$ cat config.mk
export PLATFORM = sky130hd
export DESIGN_NAME = raster_top
export DESIGN_NICKNAME = d
export VERILOG_FILES = /design/src/source/raster_pkg.sv /design/src/source/cmd_fsm.sv /design/src/source/fill_counter.sv /design/src/source/line_stepper.sv /design/src/source/raster_top.sv /design/src/source/vertex_regs.sv /design/src/source/vram_writer.sv
export SDC_FILE = /design/constraint.sdc
export NUM_CORES = 1
export LEC_CHECK = 0
export BUFFER_PORTS_ARGS = -buffer_cell sky130_fd_sc_hd__buf_2
export CAP_MARGIN = 20
export CELL_PAD_IN_SITES_DETAIL_PLACEMENT = 0
export CELL_PAD_IN_SITES_GLOBAL_PLACEMENT = 2
export CORE_ASPECT_RATIO = 1.1
export CORE_MARGIN = 1.5
export CORE_UTILIZATION = 44
export DETAILED_ROUTE_END_ITERATION = 6
export GPL_ROUTABILITY_DRIVEN = 0
export GPL_TIMING_DRIVEN = 0
export MAX_ROUTING_LAYER = met4
export PLACE_DENSITY = 0.95
export SLEW_MARGIN = 20
export SYNTH_ARGS = -nofsm -noshare
export SYNTH_HDL_FRONTEND = slang
export SYNTH_HIERARCHICAL = 1
export SYNTH_SLANG_ARGS = --single-unit
$ cat constraint.sdc
create_clock -name clk -period 7.93 [get_ports clk]
set_input_delay 1.586 -clock clk [delete_from_list [all_inputs] [get_ports clk]]
set_output_delay 1.586 -clock clk [all_outputs]
set_load 0.02 [all_outputs]
$ cat src/source/raster_pkg.sv
// raster engine shared definitions
// framebuffer geometry, command word layout, opcodes and the structs
// that travel between the engine blocks
package raster_pkg;

    // framebuffer geometry
    localparam int FB_WIDTH  = 128;
    localparam int FB_HEIGHT = 128;
    localparam int FB_PIXELS = FB_WIDTH * FB_HEIGHT;

    localparam int COORD_W = 12;
    localparam int ADDR_W  = 16;
    localparam int PIXEL_W = 16;

    // command word layout
    localparam int CMD_W     = 32;
    localparam int OP_POS    = 28;
    localparam int OP_W      = 4;
    localparam int PAYLOAD_W = 16;

    // bresenham error term, wide enough for twice the largest span
    localparam int ERR_W = COORD_W + 4;

    // 8 to 15 are accepted and ignored
    typedef enum logic [OP_W-1:0] {
        OP_SET_X0    = 4'd0,
        OP_SET_Y0    = 4'd1,
        OP_SET_X1    = 4'd2,
        OP_SET_Y1    = 4'd3,
        OP_SET_COLOR = 4'd4,
        OP_CLEAR     = 4'd5,
        OP_DRAW_LINE = 4'd6,
        OP_SWAP      = 4'd7
    } op_e;

    typedef logic signed [COORD_W-1:0] coord_t;

    typedef struct packed {
        coord_t x;
        coord_t y;
    } point_t;

    typedef struct packed {
        point_t p0;
        point_t p1;
    } line_seg_t;

    typedef struct packed {
        logic              wr;
        logic [ADDR_W-1:0] addr;
        logic [PIXEL_W-1:0] data;
    } vram_wr_t;

endpackage

$ cat src/source/cmd_fsm.sv
// command sequencer
// takes one command word while idle, decodes it and runs clear or line
// drawing until the worker block reports completion
`timescale 1ns/1ps

module cmd_fsm
    import raster_pkg::*;
(
    input  logic                 clk,
    input  logic                 reset_i,
    input  logic                 cmd_valid_i,
    input  logic [CMD_W-1:0]     cmd_data_i,
    output logic                 cmd_ready_o,
    input  logic                 fill_last_i,
    input  logic                 line_done_i,
    output op_e                  op_o,
    output logic [PAYLOAD_W-1:0] value_o,
    output logic                 load_o,
    output logic                 clear_start_o,
    output logic                 line_start_o,
    output logic                 swap_o
);

    typedef enum logic [1:0] {
        ST_IDLE,
        ST_EXEC,
        ST_CLEAR,
        ST_LINE
    } state_e;

    state_e               state;
    op_e                  op_q;
    logic [PAYLOAD_W-1:0] value_q;
    logic                 clear_done_q;
    logic                 accept;
    logic                 exec;
    logic                 is_set;

    // no command is taken while in reset
    assign cmd_ready_o = (state == ST_IDLE) && !reset_i;
    assign accept      = cmd_valid_i && cmd_ready_o;
    assign exec        = (state == ST_EXEC);
    assign is_set      = op_q inside {[OP_SET_X0:OP_SET_COLOR]};

    assign op_o    = op_q;
    assign value_o = value_q;

    // one-cycle pulses, all in EXEC
    assign load_o        = exec && is_set;
    assign clear_start_o = exec && (op_q == OP_CLEAR);
    assign line_start_o  = exec && (op_q == OP_DRAW_LINE);
    assign swap_o        = exec && (op_q == OP_SWAP);

    always_ff @(posedge clk) begin
        if (accept) begin
            op_q    <= op_e'(cmd_data_i[OP_POS +: OP_W]);
            value_q <= cmd_data_i[PAYLOAD_W-1:0];
        end
    end

    // last fill address is written one cycle later by vram_writer
    always_ff @(posedge clk) begin
        if (reset_i) begin
            clear_done_q <= 1'b0;
        end else begin
            clear_done_q <= fill_last_i;
        end
    end

    always_ff @(posedge clk) begin
        if (reset_i) begin
            state <= ST_IDLE;
        end else begin
            case (state)
                ST_IDLE: begin
                    if (accept) begin
                        state <= ST_EXEC;
                    end
                end
                ST_EXEC: begin
                    case (op_q)
                        OP_CLEAR:     state <= ST_CLEAR;
                        OP_DRAW_LINE: state <= ST_LINE;
                        default:      state <= ST_IDLE;
                    endcase
                end
                ST_CLEAR: begin
                    if (clear_done_q) begin
                        state <= ST_IDLE;
                    end
                end
                ST_LINE: begin
                    if (line_done_i) begin
                        state <= ST_IDLE;
                    end
                end
                default: state <= ST_IDLE;
            endcase
        end
    end

endmodule

$ cat src/source/fill_counter.sv
// framebuffer sweep for clear
// walks every pixel address once, one per cycle, then stops
`timescale 1ns/1ps

module fill_counter
    import raster_pkg::*;
(
    input  logic              clk,
    input  logic              reset_i,
    input  logic              start_i,
    output logic              fill_valid_o,
    output logic [ADDR_W-1:0] addr_o,
    output logic              last_o
);

    logic              running;
    logic [ADDR_W-1:0] addr_q;

    assign fill_valid_o = running;
    assign addr_o       = addr_q;
    assign last_o       = running && (addr_q == ADDR_W'(FB_PIXELS - 1));

    always_ff @(posedge clk) begin
        if (reset_i) begin
            running <= 1'b0;
            addr_q  <= '0;
        end else if (start_i) begin
            running <= 1'b1;
            addr_q  <= '0;
        end else if (running) begin
            // stop on the terminal count
            running <= !last_o;
            addr_q  <= addr_q + 1'b1;
        end
    end

endmodule

$ cat src/source/line_stepper.sv
// bresenham line walker
// latches both endpoints on start and emits one point per cycle,
// flagging the end point with done
`timescale 1ns/1ps

module line_stepper
    import raster_pkg::*;
(
    input  logic      clk,
    input  logic      reset_i,
    input  logic      start_i,
    input  line_seg_t seg_i,
    output logic      pix_valid_o,
    output point_t    pix_o,
    output logic      done_o
);

    logic signed [ERR_W-1:0] span_x, span_y;
    logic signed [ERR_W-1:0] abs_x, abs_y;
    logic signed [ERR_W-1:0] dx, dy, err;
    logic signed [ERR_W-1:0] err2, add_x, add_y;
    logic                    step_x, step_y;
    logic                    neg_x, neg_y;
    logic                    busy;
    logic                    at_end;
    point_t                  cur, stop;

    assign span_x = ERR_W'(seg_i.p1.x) - ERR_W'(seg_i.p0.x);
    assign span_y = ERR_W'(seg_i.p1.y) - ERR_W'(seg_i.p0.y);
    assign abs_x  = span_x[ERR_W-1] ? -span_x : span_x;
    assign abs_y  = span_y[ERR_W-1] ? -span_y : span_y;

    // step decision from twice the error
    assign err2   = err <<< 1;
    assign step_x = (err2 >= dy);
    assign step_y = (err2 <= dx);
    assign add_x  = step_x ? dy : ERR_W'(0);
    assign add_y  = step_y ? dx : ERR_W'(0);

    assign at_end      = (cur == stop);
    assign pix_valid_o = busy;
    assign pix_o       = cur;
    assign done_o      = busy && at_end;

    always_ff @(posedge clk) begin
        if (reset_i) begin
            busy <= 1'b0;
        end else if (start_i) begin
            busy <= 1'b1;
        end else if (done_o) begin
            busy <= 1'b0;
        end
    end

    always_ff @(posedge clk) begin
        if (start_i) begin
            cur   <= seg_i.p0;
            stop  <= seg_i.p1;
            neg_x <= span_x[ERR_W-1];
            neg_y <= span_y[ERR_W-1];
            dx    <= abs_x;
            dy    <= -abs_y;
            err   <= abs_x - abs_y;
        end else if (busy && !at_end) begin
            if (step_x) begin
                cur.x <= neg_x ? cur.x - coord_t'(1) : cur.x + coord_t'(1);
            end
            if (step_y) begin
                cur.y <= neg_y ? cur.y - coord_t'(1) : cur.y + coord_t'(1);
            end
            err <= err + add_x + add_y;
        end
    end

endmodule

$ cat src/source/raster_top.sv
// line rasterizer top level
// command handshake in, one registered vram write per cycle out
`timescale 1ns/1ps

module raster_top
    import raster_pkg::*;
(
    input  logic             clk,
    input  logic             reset_i,
    input  logic             cmd_axis_tvalid_i,
    output logic             cmd_axis_tready_o,
    input  logic [CMD_W-1:0] cmd_axis_tdata_i,
    output vram_wr_t         vram_o,
    output logic             swap_o
);

    op_e                  op;
    logic [PAYLOAD_W-1:0] value;
    logic                 load;
    logic                 clear_start;
    logic                 line_start;
    logic                 fill_valid;
    logic [ADDR_W-1:0]    fill_addr;
    logic                 fill_last;
    line_seg_t            seg;
    logic [PIXEL_W-1:0]   color;
    logic                 pix_valid;
    point_t               pix;
    logic                 line_done;

    cmd_fsm cmd_fsm_i (
        .clk           (clk),
        .reset_i       (reset_i),
        .cmd_valid_i   (cmd_axis_tvalid_i),
        .cmd_data_i    (cmd_axis_tdata_i),
        .cmd_ready_o   (cmd_axis_tready_o),
        .fill_last_i   (fill_last),
        .line_done_i   (line_done),
        .op_o          (op),
        .value_o       (value),
        .load_o        (load),
        .clear_start_o (clear_start),
        .line_start_o  (line_start),
        .swap_o        (swap_o)
    );

    vertex_regs vertex_regs_i (
        .clk     (clk),
        .reset_i (reset_i),
        .load_i  (load),
        .op_i    (op),
        .value_i (value),
        .seg_o   (seg),
        .color_o (color)
    );

    fill_counter fill_counter_i (
        .clk          (clk),
        .reset_i      (reset_i),
        .start_i      (clear_start),
        .fill_valid_o (fill_valid),
        .addr_o       (fill_addr),
        .last_o       (fill_last)
    );

    line_stepper line_stepper_i (
        .clk         (clk),
        .reset_i     (reset_i),
        .start_i     (line_start),
        .seg_i       (seg),
        .pix_valid_o (pix_valid),
        .pix_o       (pix),
        .done_o      (line_done)
    );

    vram_writer vram_writer_i (
        .clk          (clk),
        .reset_i      (reset_i),
        .fill_valid_i (fill_valid),
        .fill_addr_i  (fill_addr),
        .pix_valid_i  (pix_valid),
        .pix_i        (pix),
        .color_i      (color),
        .vram_o       (vram_o)
    );

endmodule

$ cat src/source/vertex_regs.sv
// line endpoint and draw color registers
// written by the set commands, read by the line walker and the writer
`timescale 1ns/1ps

module vertex_regs
    import raster_pkg::*;
(
    input  logic                 clk,
    input  logic                 reset_i,
    input  logic                 load_i,
    input  op_e                  op_i,
    input  logic [PAYLOAD_W-1:0] value_i,
    output line_seg_t            seg_o,
    output logic [PIXEL_W-1:0]   color_o
);

    line_seg_t          seg_q;
    logic [PIXEL_W-1:0] color_q;
    coord_t             coord_in;

    // integer coordinate sits in the low bits of the payload
    assign coord_in = coord_t'(value_i[COORD_W-1:0]);

    always_ff @(posedge clk) begin
        if (reset_i) begin
            seg_q   <= '0;
            color_q <= '0;
        end else if (load_i) begin
            case (op_i)
                OP_SET_X0:    seg_q.p0.x <= coord_in;
                OP_SET_Y0:    seg_q.p0.y <= coord_in;
                OP_SET_X1:    seg_q.p1.x <= coord_in;
                OP_SET_Y1:    seg_q.p1.y <= coord_in;
                OP_SET_COLOR: color_q    <= value_i;
                default: begin
                end
            endcase
        end
    end

    assign seg_o   = seg_q;
    assign color_o = color_q;

endmodule

$ cat src/source/vram_writer.sv
// vram write stage
// picks the fill address or the clipped line pixel address and
// registers the write toward the vram
`timescale 1ns/1ps

module vram_writer
    import raster_pkg::*;
(
    input  logic               clk,
    input  logic               reset_i,
    input  logic               fill_valid_i,
    input  logic [ADDR_W-1:0]  fill_addr_i,
    input  logic               pix_valid_i,
    input  point_t             pix_i,
    input  logic [PIXEL_W-1:0] color_i,
    output vram_wr_t           vram_o
);

    logic              on_screen;
    logic [ADDR_W-1:0] pix_addr;

    // clip to the framebuffer
    assign on_screen = (pix_i.x >= 0) && (pix_i.x < FB_WIDTH) &&
                       (pix_i.y >= 0) && (pix_i.y < FB_HEIGHT);

    // row-major, only meaningful when on screen
    assign pix_addr = ADDR_W'($unsigned(pix_i.y)) * ADDR_W'(FB_WIDTH) +
                      ADDR_W'($unsigned(pix_i.x));

    always_ff @(posedge clk) begin
        vram_o.data <= color_i;
        vram_o.addr <= fill_valid_i ? fill_addr_i : pix_addr;
        if (reset_i) begin
            vram_o.wr <= 1'b0;
        end else begin
            vram_o.wr <= fill_valid_i || (pix_valid_i && on_screen);
        end
    end

endmodule
==> impl_metrics.yaml, run 1 <==
cts:
  cts_setup_buffers: 0
  htree_levels: 1
  clk_pin_slew_worst_paths_ps: 80
  cts_tree: "done"
  cts_root_buffer: "clkbuf_16"
  hold_buffers: 0
  clk_path_buf_depth: 3
  clkLatencyLatePin_ps: 550
  cts_buffers: 24
  clock_sinks: 235
  cts_resized: 0
detailed_routing:
  initialDrtViolationCount: 575
  drcViolationCount: 0
  num_vias: 10460
  wl_per_cell_um: 18.07
  drtAntennaViolNets: 0
  avgViaCountPerCell: 5.370
  firstDrtPassIters: 5
  drt-total-wl_um: 35190
min_path:
  min_path_type: "reg -> reg"
  hold_start: "vertex_regs_i/color_o[9]"
outcome:
  status: "finished clean"
die:
  start_util: 0.4448
  die_x_um: 175.0
  die_h_um: 192.2
  fp.coreArea_sq_mm: 0.03220
  num_io_pins: 70
  row_count: 69
  die_area_sq_mm: 0.03364
sta:
  tns_ps: 0
  setup_ws_ps: 1430
  rsz0062_at_grt: "false"
  hold_viol: 0
  skew_ps: 25.46
  fin_crit_sh: 0.8197
  drv_slew: 0
  slew_headroom: 0.2826
  clock.fmax_mhz: 153.8
  min_period_ps: 6500
  worstMarginPinSlew_ps: 1046
  setup_viol: 0
pwr:
  power_density_mw_per_mm2: 164.6
  power_leakage_uw: 0.006603
  ir_drop_uv: 174.2
cells_and_area:
  drive_gt1_frac: 0.1038
  fillers: 2973
  final_area_sq_mm: 0.01593
  seq_area_sq_mm: 0.005876
  antennaDiodeCount: 0
  multi_input_comb_area_sq_mm: 0.007873
  final_cells: 1948
  finalNetCount: 1669
  areaGrowthSynthToFinish_pct: 11.22
synth:
  synth_area_sq_mm: 0.01432
  async_flop_share: 0
  synth_commonest_cells: "118 x dfxtp_1, 117 x edfxtp_1, 112 x inv_1, 109 x ha_1, 96 x nand2_1"
  yosys.area.top_type: "edfxtp_1"
  seq_area_frac_synth: 0.4102
  ys_ff_latch: 235
  synthDistinctLibCells: 91
  synth.most_common_cell: "dfxtp_1"
  yosys_warnings: 6
  synth_top_area_frac: 0.2453
  synth_edf_count: 117
  synthFlopType: "dfxtp_1"
  synth.avg_cell_area_sq_um: 10.11
  netlist_instances: 1417
  synth_area_leaders: "edfxtp_1 25%, dfxtp_1 16%, ha_1 9.5%, mux2i_1 5.2%, xnor2_1 4.1%"
worst_setup_path:
  r2r_start: "line_stepper_i/err[1]"
  critPathCaptureType: "flip-flop"
  ff2ff_setup_slack_ps: 1430
  critPathRequiredTime_ps: 8290
  crit_family: "compound AO/OA/AOI/OAI gates"
  r2r-end: "line_stepper_i/err[13]"
  worstPathMaxFanout: 10
  crit_type: "reg -> reg"
  r2r_cells: 23
  crit_path_start_kind: "flip-flop"
  worstPathCellList: "ha_1 -> a21o_1 -> a21o_1 -> a2111oi_0 -> o31ai_1 -> mux2i_1 -> clkbuf_1 -> nand2_1 -> fa_1 -> inv_1 -> ha_1 -> inv_1 -> fa_1 -> nor2b_1 -> o21ai_0 -> a21boi_0 -> o21ai_0 -> a21oi_1 -> o21ai_0 -> a21o_1 -> a31oi_1 -> mux2_2 -> a211oi_2"
  slowest_stage: "mux2i_1"
  arrival_ps: 6860
  cp_num_buf_inv: 3
  cp_slowest_stage_delay_ps: 810
  cp-endpoint: "line_stepper_i/err[13]"
  worstSetupStartpoint: "line_stepper_i/err[1]"
  critical_path_depth: 23
place:
  place_area_sq_mm: 0.01516
  dpl_worst_slack_ps: 1376
  dp_hpwl_um: 27070
  numPortBuffers: 57
  dp_cells: 1903
global_route:
  grt_remaining_overflow: 0
  track_usage: 0.2184
  antenna_found_initial: 0
  grt_pass1_wl_um: 55970
  grt_max_degree: 66
  grt_pass1_vias: 10320
job:
  cap_violations: 0
[registers in the layout, summed over array words and instances (netlist names)]
signal	flops
cmd_fsm_i/state	2
vram_writer_i/vram_o	33
line_stepper_i/dy	16
vertex_regs_i/seg_o	48
line_stepper_i/pix_o	24
fill_counter_i/fill_valid_o	1
line_stepper_i/dx	16
line_stepper_i/err	15
line_stepper_i/neg_y	1
line_stepper_i/pix_valid_o	1
line_stepper_i/stop	24
vertex_regs_i/color_o	16
cmd_fsm_i/value_o	16
cmd_fsm_i/clear_done_q	1
cmd_fsm_i/op_o	4
fill_counter_i/addr_o	16
line_stepper_i/neg_x	1
[worst register-to-register path, stage by stage (launching register included)]
cell       delay (ps)
edfxtp_1          450
ha_1              320
a21o_1            190
a21o_1            200
a2111oi_0         440
o31ai_1           170
mux2i_1           810
clkbuf_1          480
nand2_1           150
fa_1              410
inv_1              70
ha_1              160
inv_1              50
fa_1              400
nor2b_1           130
o21ai_0           110
a21boi_0          270
o21ai_0           160
a21oi_1           220
o21ai_0           150
a21o_1            230
a31oi_1           180
mux2_2            380
a211oi_2          210
[power by group]
part	total (uW)	switching, uW	internal (uW)
Combinational	233	135	97.7
Clock	1090	509	583
Sequential	1300	9.15	1290
[layout make-up]
class	instances	share of cell area
multi-input combinational	1037	0.4942
sequential	235	0.3689
clock buffer	27	0.03967
tap	426	0.03346
inverter	114	0.02686
timing repair buffer	58	0.01917
buffer	34	0.01013
clock inverter	17	0.007619
[how the worst min path moves through the flow]
stage / cells past startpoint / endpoint / slack, ps
2_1_floorplan: 0 / vram_writer_i/vram_o[0] / 330
3_3_place_gp: 0 / vram_writer_i/vram_o[0] / 340
3_5_place_dp: 0 / vram_writer_i/vram_o[13] / 340
4_1_cts: 0 / vram_writer_i/vram_o[9] / 340
5_1_grt: 0 / vram_writer_i/vram_o[9] / 360
6_report: 0 / vram_writer_i/vram_o[9] / 340
[placed cells by master (no fill, tap or decap), types with 8 or more instances in the layout]
master / Yosys / final
and3_1: 11 / 11
nor2_1: 80 / 80
ha_1: 109 / 109
xnor2_1: 67 / 67
fa_1: 21 / 21
clkbuf_16: 0 / 24
nand4_1: 16 / 16
or3_1: 15 / 15
a21oi_1: 50 / 50
o31ai_1: 17 / 17
a31oi_1: 9 / 9
xor2_1: 48 / 48
buf_2: 6 / 63
or2_2: 8 / 8
o21ai_0: 59 / 59
mux2_2: 11 / 11
nor2b_1: 14 / 14
inv_1: 112 / 112
nand2b_1: 93 / 93
clkbuf_1: 20 / 21
dfxtp_1: 118 / 118
a21o_1: 27 / 27
mux2i_1: 74 / 74
nand3_1: 25 / 25
and2_1: 18 / 18
nor4_1: 13 / 13
edfxtp_1: 117 / 117
nor3_1: 18 / 18
nand2_1: 96 / 96
o21bai_1: 9 / 8
[stage by stage]
step | total power (uW) | util | hold WS [ps]
after CTS | 2641 | 0.4940 | 339.7
after global placement | 1554 | 0.4705 | 337.3
after floorplan | 1497 | - | 331.8
final | 2622 | 0.4947 | 340.4
after detailed placement | 1556 | 0.4706 | 341.0
after global routing | 2716 | 0.4947 | 356.3
[layer usage]
| layer | GRT usage | up-vias | share of wire |
|---|---|---|---|
| met5 | - | - | 0 |
| met4 | 0.07824 | 0 | 0.033 |
| met3 | 0.01960 | 52 | 0.031 |
| met2 | 0.3625 | 184 | 0.47 |
| met1 | 0.2795 | 5014 | 0.46 |
| li1 | - | 5210 | - |
[cells by family after synthesis]
| logic type | synth area share |
|---|---|
| and+or+nand+nor | 0.1692 |
| buffers and inverters | 0.04115 |
| DFF | 0.4102 |
| muxes | 0.06037 |
| xor gates and xnor gates | 0.07032 |
| adders and majority gates | 0.1246 |
| AOI/OAI and AO/OA | 0.1236 |
| other | 0.0005244 |
Power figures use the tool's default switching activity.
==> run 2: changes to the inputs <==
CORE_UTILIZATION = 41   (was 44)
PLACE_DENSITY = 0.92   (was 0.95)
clock period = 6.7 ns   (was 7.93 ns; I/O delays follow)
==> impl_metrics.yaml, run 2 (synthesis results as in run 1) <==
detailed_routing:
  initialDrtViolationCount: 482
  drt-total-wl_um: 35920
  avgViaCountPerCell: 5.364
  drtAntennaViolNets: 0
  drcViolationCount: 0
  wl_per_cell_um: 18.31
  num_vias: 10520
  firstDrtPassIters: 5
pwr:
  power_density_mw_per_mm2: 202.4
  power_frac_comb: 0.085
  internal-power_uw: 2477
  power_leakage_uw: 0.006666
  switching_share: 0.2383
  seq_power_share: 0.472
  p_sw_uw: 775.2
  power.share.clock: 0.442
  ir_drop_uv: 189.8
cells_and_area:
  antennaDiodeCount: 0
  finalNetCount: 1670
  final_common_cell: "dfxtp_1"
  layout_common_cells: "118 x dfxtp_1, 117 x edfxtp_1, 112 x inv_1, 109 x ha_1, 96 x nand2_1"
  drive_gt1_frac: 0.1070
  largest_reg_flops: 48
  final_area_sq_mm: 0.01607
  areaGrowthSynthToFinish_pct: 12.20
  postLayoutCoreUtil: 0.4686
die:
  die_area_sq_mm: 0.03606
  start_util: 0.4177
  die_h_um: 199.0
  fp.coreArea_sq_mm: 0.03429
  row_count: 71
  num_io_pins: 70
  die_x_um: 181.2
sta:
  drv_slew: 0
  worstMarginPinSlew_ps: 1034
  slew_headroom: 0.3107
  setup_viol: 0
  rsz0062_at_grt: "false"
  fin_crit_sh: 0.9220
  hold_viol: 0
  clock.fmax_mhz: 161.9
  min_period_ps: 6177
  tns_ps: 0
  hold_ws_ps: 354.4
  skew_ps: 17.82
  setup_ws_ps: 522.9
cts:
  clock_sinks: 235
  cts_root_buffer: "clkbuf_16"
  clkLatencyLatePin_ps: 560
  cts_setup_buffers: 0
  clk_path_buf_depth: 3
  clk_pin_slew_worst_paths_ps: 60
  cts_tree: "done"
  cts_buffers: 25
  htree_levels: 1
min_path:
  min_path_type: "reg -> reg"
  hold_start: "vertex_regs_i/color_o[9]"
  whs_path_depth: 0
  holdPathEnd: "vram_writer_i/vram_o[9]"
worst_setup_path:
  ff2ff_setup_slack_ps: 520
  r2r_cells: 22
  r2r-end: "line_stepper_i/err[13]"
  r2r_start: "line_stepper_i/err[1]"
  critPathRequiredTime_ps: 7080
  crit_type: "reg -> reg"
  arrival_ps: 6560
  worstPathMaxFanout: 6
  crit_path_start_kind: "flip-flop"
  critPathCaptureType: "flip-flop"
global_route:
  track_usage: 0.2070
  antenna_found_initial: 0
  grt_max_degree: 66
  grt_pass1_vias: 10300
  grt_remaining_overflow: 0
  grt_pass1_wl_um: 56540
outcome:
  status: "finished clean"
place:
  numPortBuffers: 57
  dp_hpwl_um: 27650
  dpl_worst_slack_ps: 133.2
  place_area_sq_mm: 0.01517
job:
  cap_violations: 0
==> run 2: cell types whose count changed in the layout (fill, tap and decap cells not counted), moves of 2 or more <==
| cell | change |
|---|---|
| clkbuf_8 | +3 |
| clkbuf_1 | +2 |
| clkinv_4 | +2 |
| clkbuf_16 | +3 |
| clkinvlp_4 | -2 |
| clkinv_1 | -4 |
==> run 2: how the worst max path moves through the flow <==
stage / startpoint / end / slack, ps / cells past startpoint
6_report: line_stepper_i/err[1] / line_stepper_i/err[13] / 520 / 22
5_1_grt: line_stepper_i/err[1] / line_stepper_i/err[13] / 10 / 22
3_5_place_dp: line_stepper_i/err[1] / line_stepper_i/err[13] / 130 / 23
3_3_place_gp: line_stepper_i/err[1] / line_stepper_i/err[13] / 150 / 23
4_1_cts: line_stepper_i/err[1] / line_stepper_i/err[13] / 100 / 23
2_1_floorplan: line_stepper_i/err[1] / line_stepper_i/err[13] / 1510 / 22
==> run 2: worst max-delay path, stage by stage (launching register included) <==
cell,delay [ps]
edfxtp_1,460
ha_1,320
and4b_1,250
a211o_1,310
a221o_1,310
a2111oi_1,570
a21oi_1,410
nand2b_1,270
fa_1,360
inv_1,70
ha_1,170
inv_1,60
fa_1,400
nor2b_1,120
o21ai_0,110
a21boi_0,280
o21ai_0,170
a21oi_1,230
o21ai_0,150
a21o_1,230
a31oi_1,170
mux2_2,380
a211oi_2,210
==> run 2: area by class of cell <==
cell class,count,area (sq um)
fill,3224,18220
multi-input combinational,1037,7886
tap,438,548.0
sequential,235,5876
timing repair buffer,58,305.3
inverter,114,427.9
buffer,34,161.4
clock buffer,35,755.7
clock inverter,11,108.9
==> run 2: stage by stage <==
stage | power [uW] | std cells
3_3_place_gp | 1840 | 1915
3_5_place_dp | 1843 | 1915
2_1_floorplan | 1772 | 1420
6_report | 3252 | 1962
4_1_cts | 3286 | 1961
5_1_grt | 3367 | 1962
==> run 2: power by group through the flow <==
stage	clock, uW	sequential (uW)	combinational [uW]
5_1_grt	1520	1540	307
3_3_place_gp	0	1570	273
3_5_place_dp	0	1570	275
4_1_cts	1470	1540	277
6_report	1440	1540	277
2_1_floorplan	0	1570	204
==> run 2: routing by layer <==
| layer | up-vias | global-route usage | routed length [um] |
|---|---|---|---|
| li1 | 5213 | - | - |
| met1 | 5077 | 0.2581 | 16220 |
| met2 | 197 | 0.3587 | 17590 |
| met3 | 37 | 0.01849 | 1282 |
| met4 | 0 | 0.06049 | 819 |
| met5 | - | - | 0 |
==> run 2: repair_timing <==
item	in CTS	in global routing
resized for setup	0	3
hold buffers	0	0
hold endpoints to repair	0	0
endpoints found under the setup margin	0	1
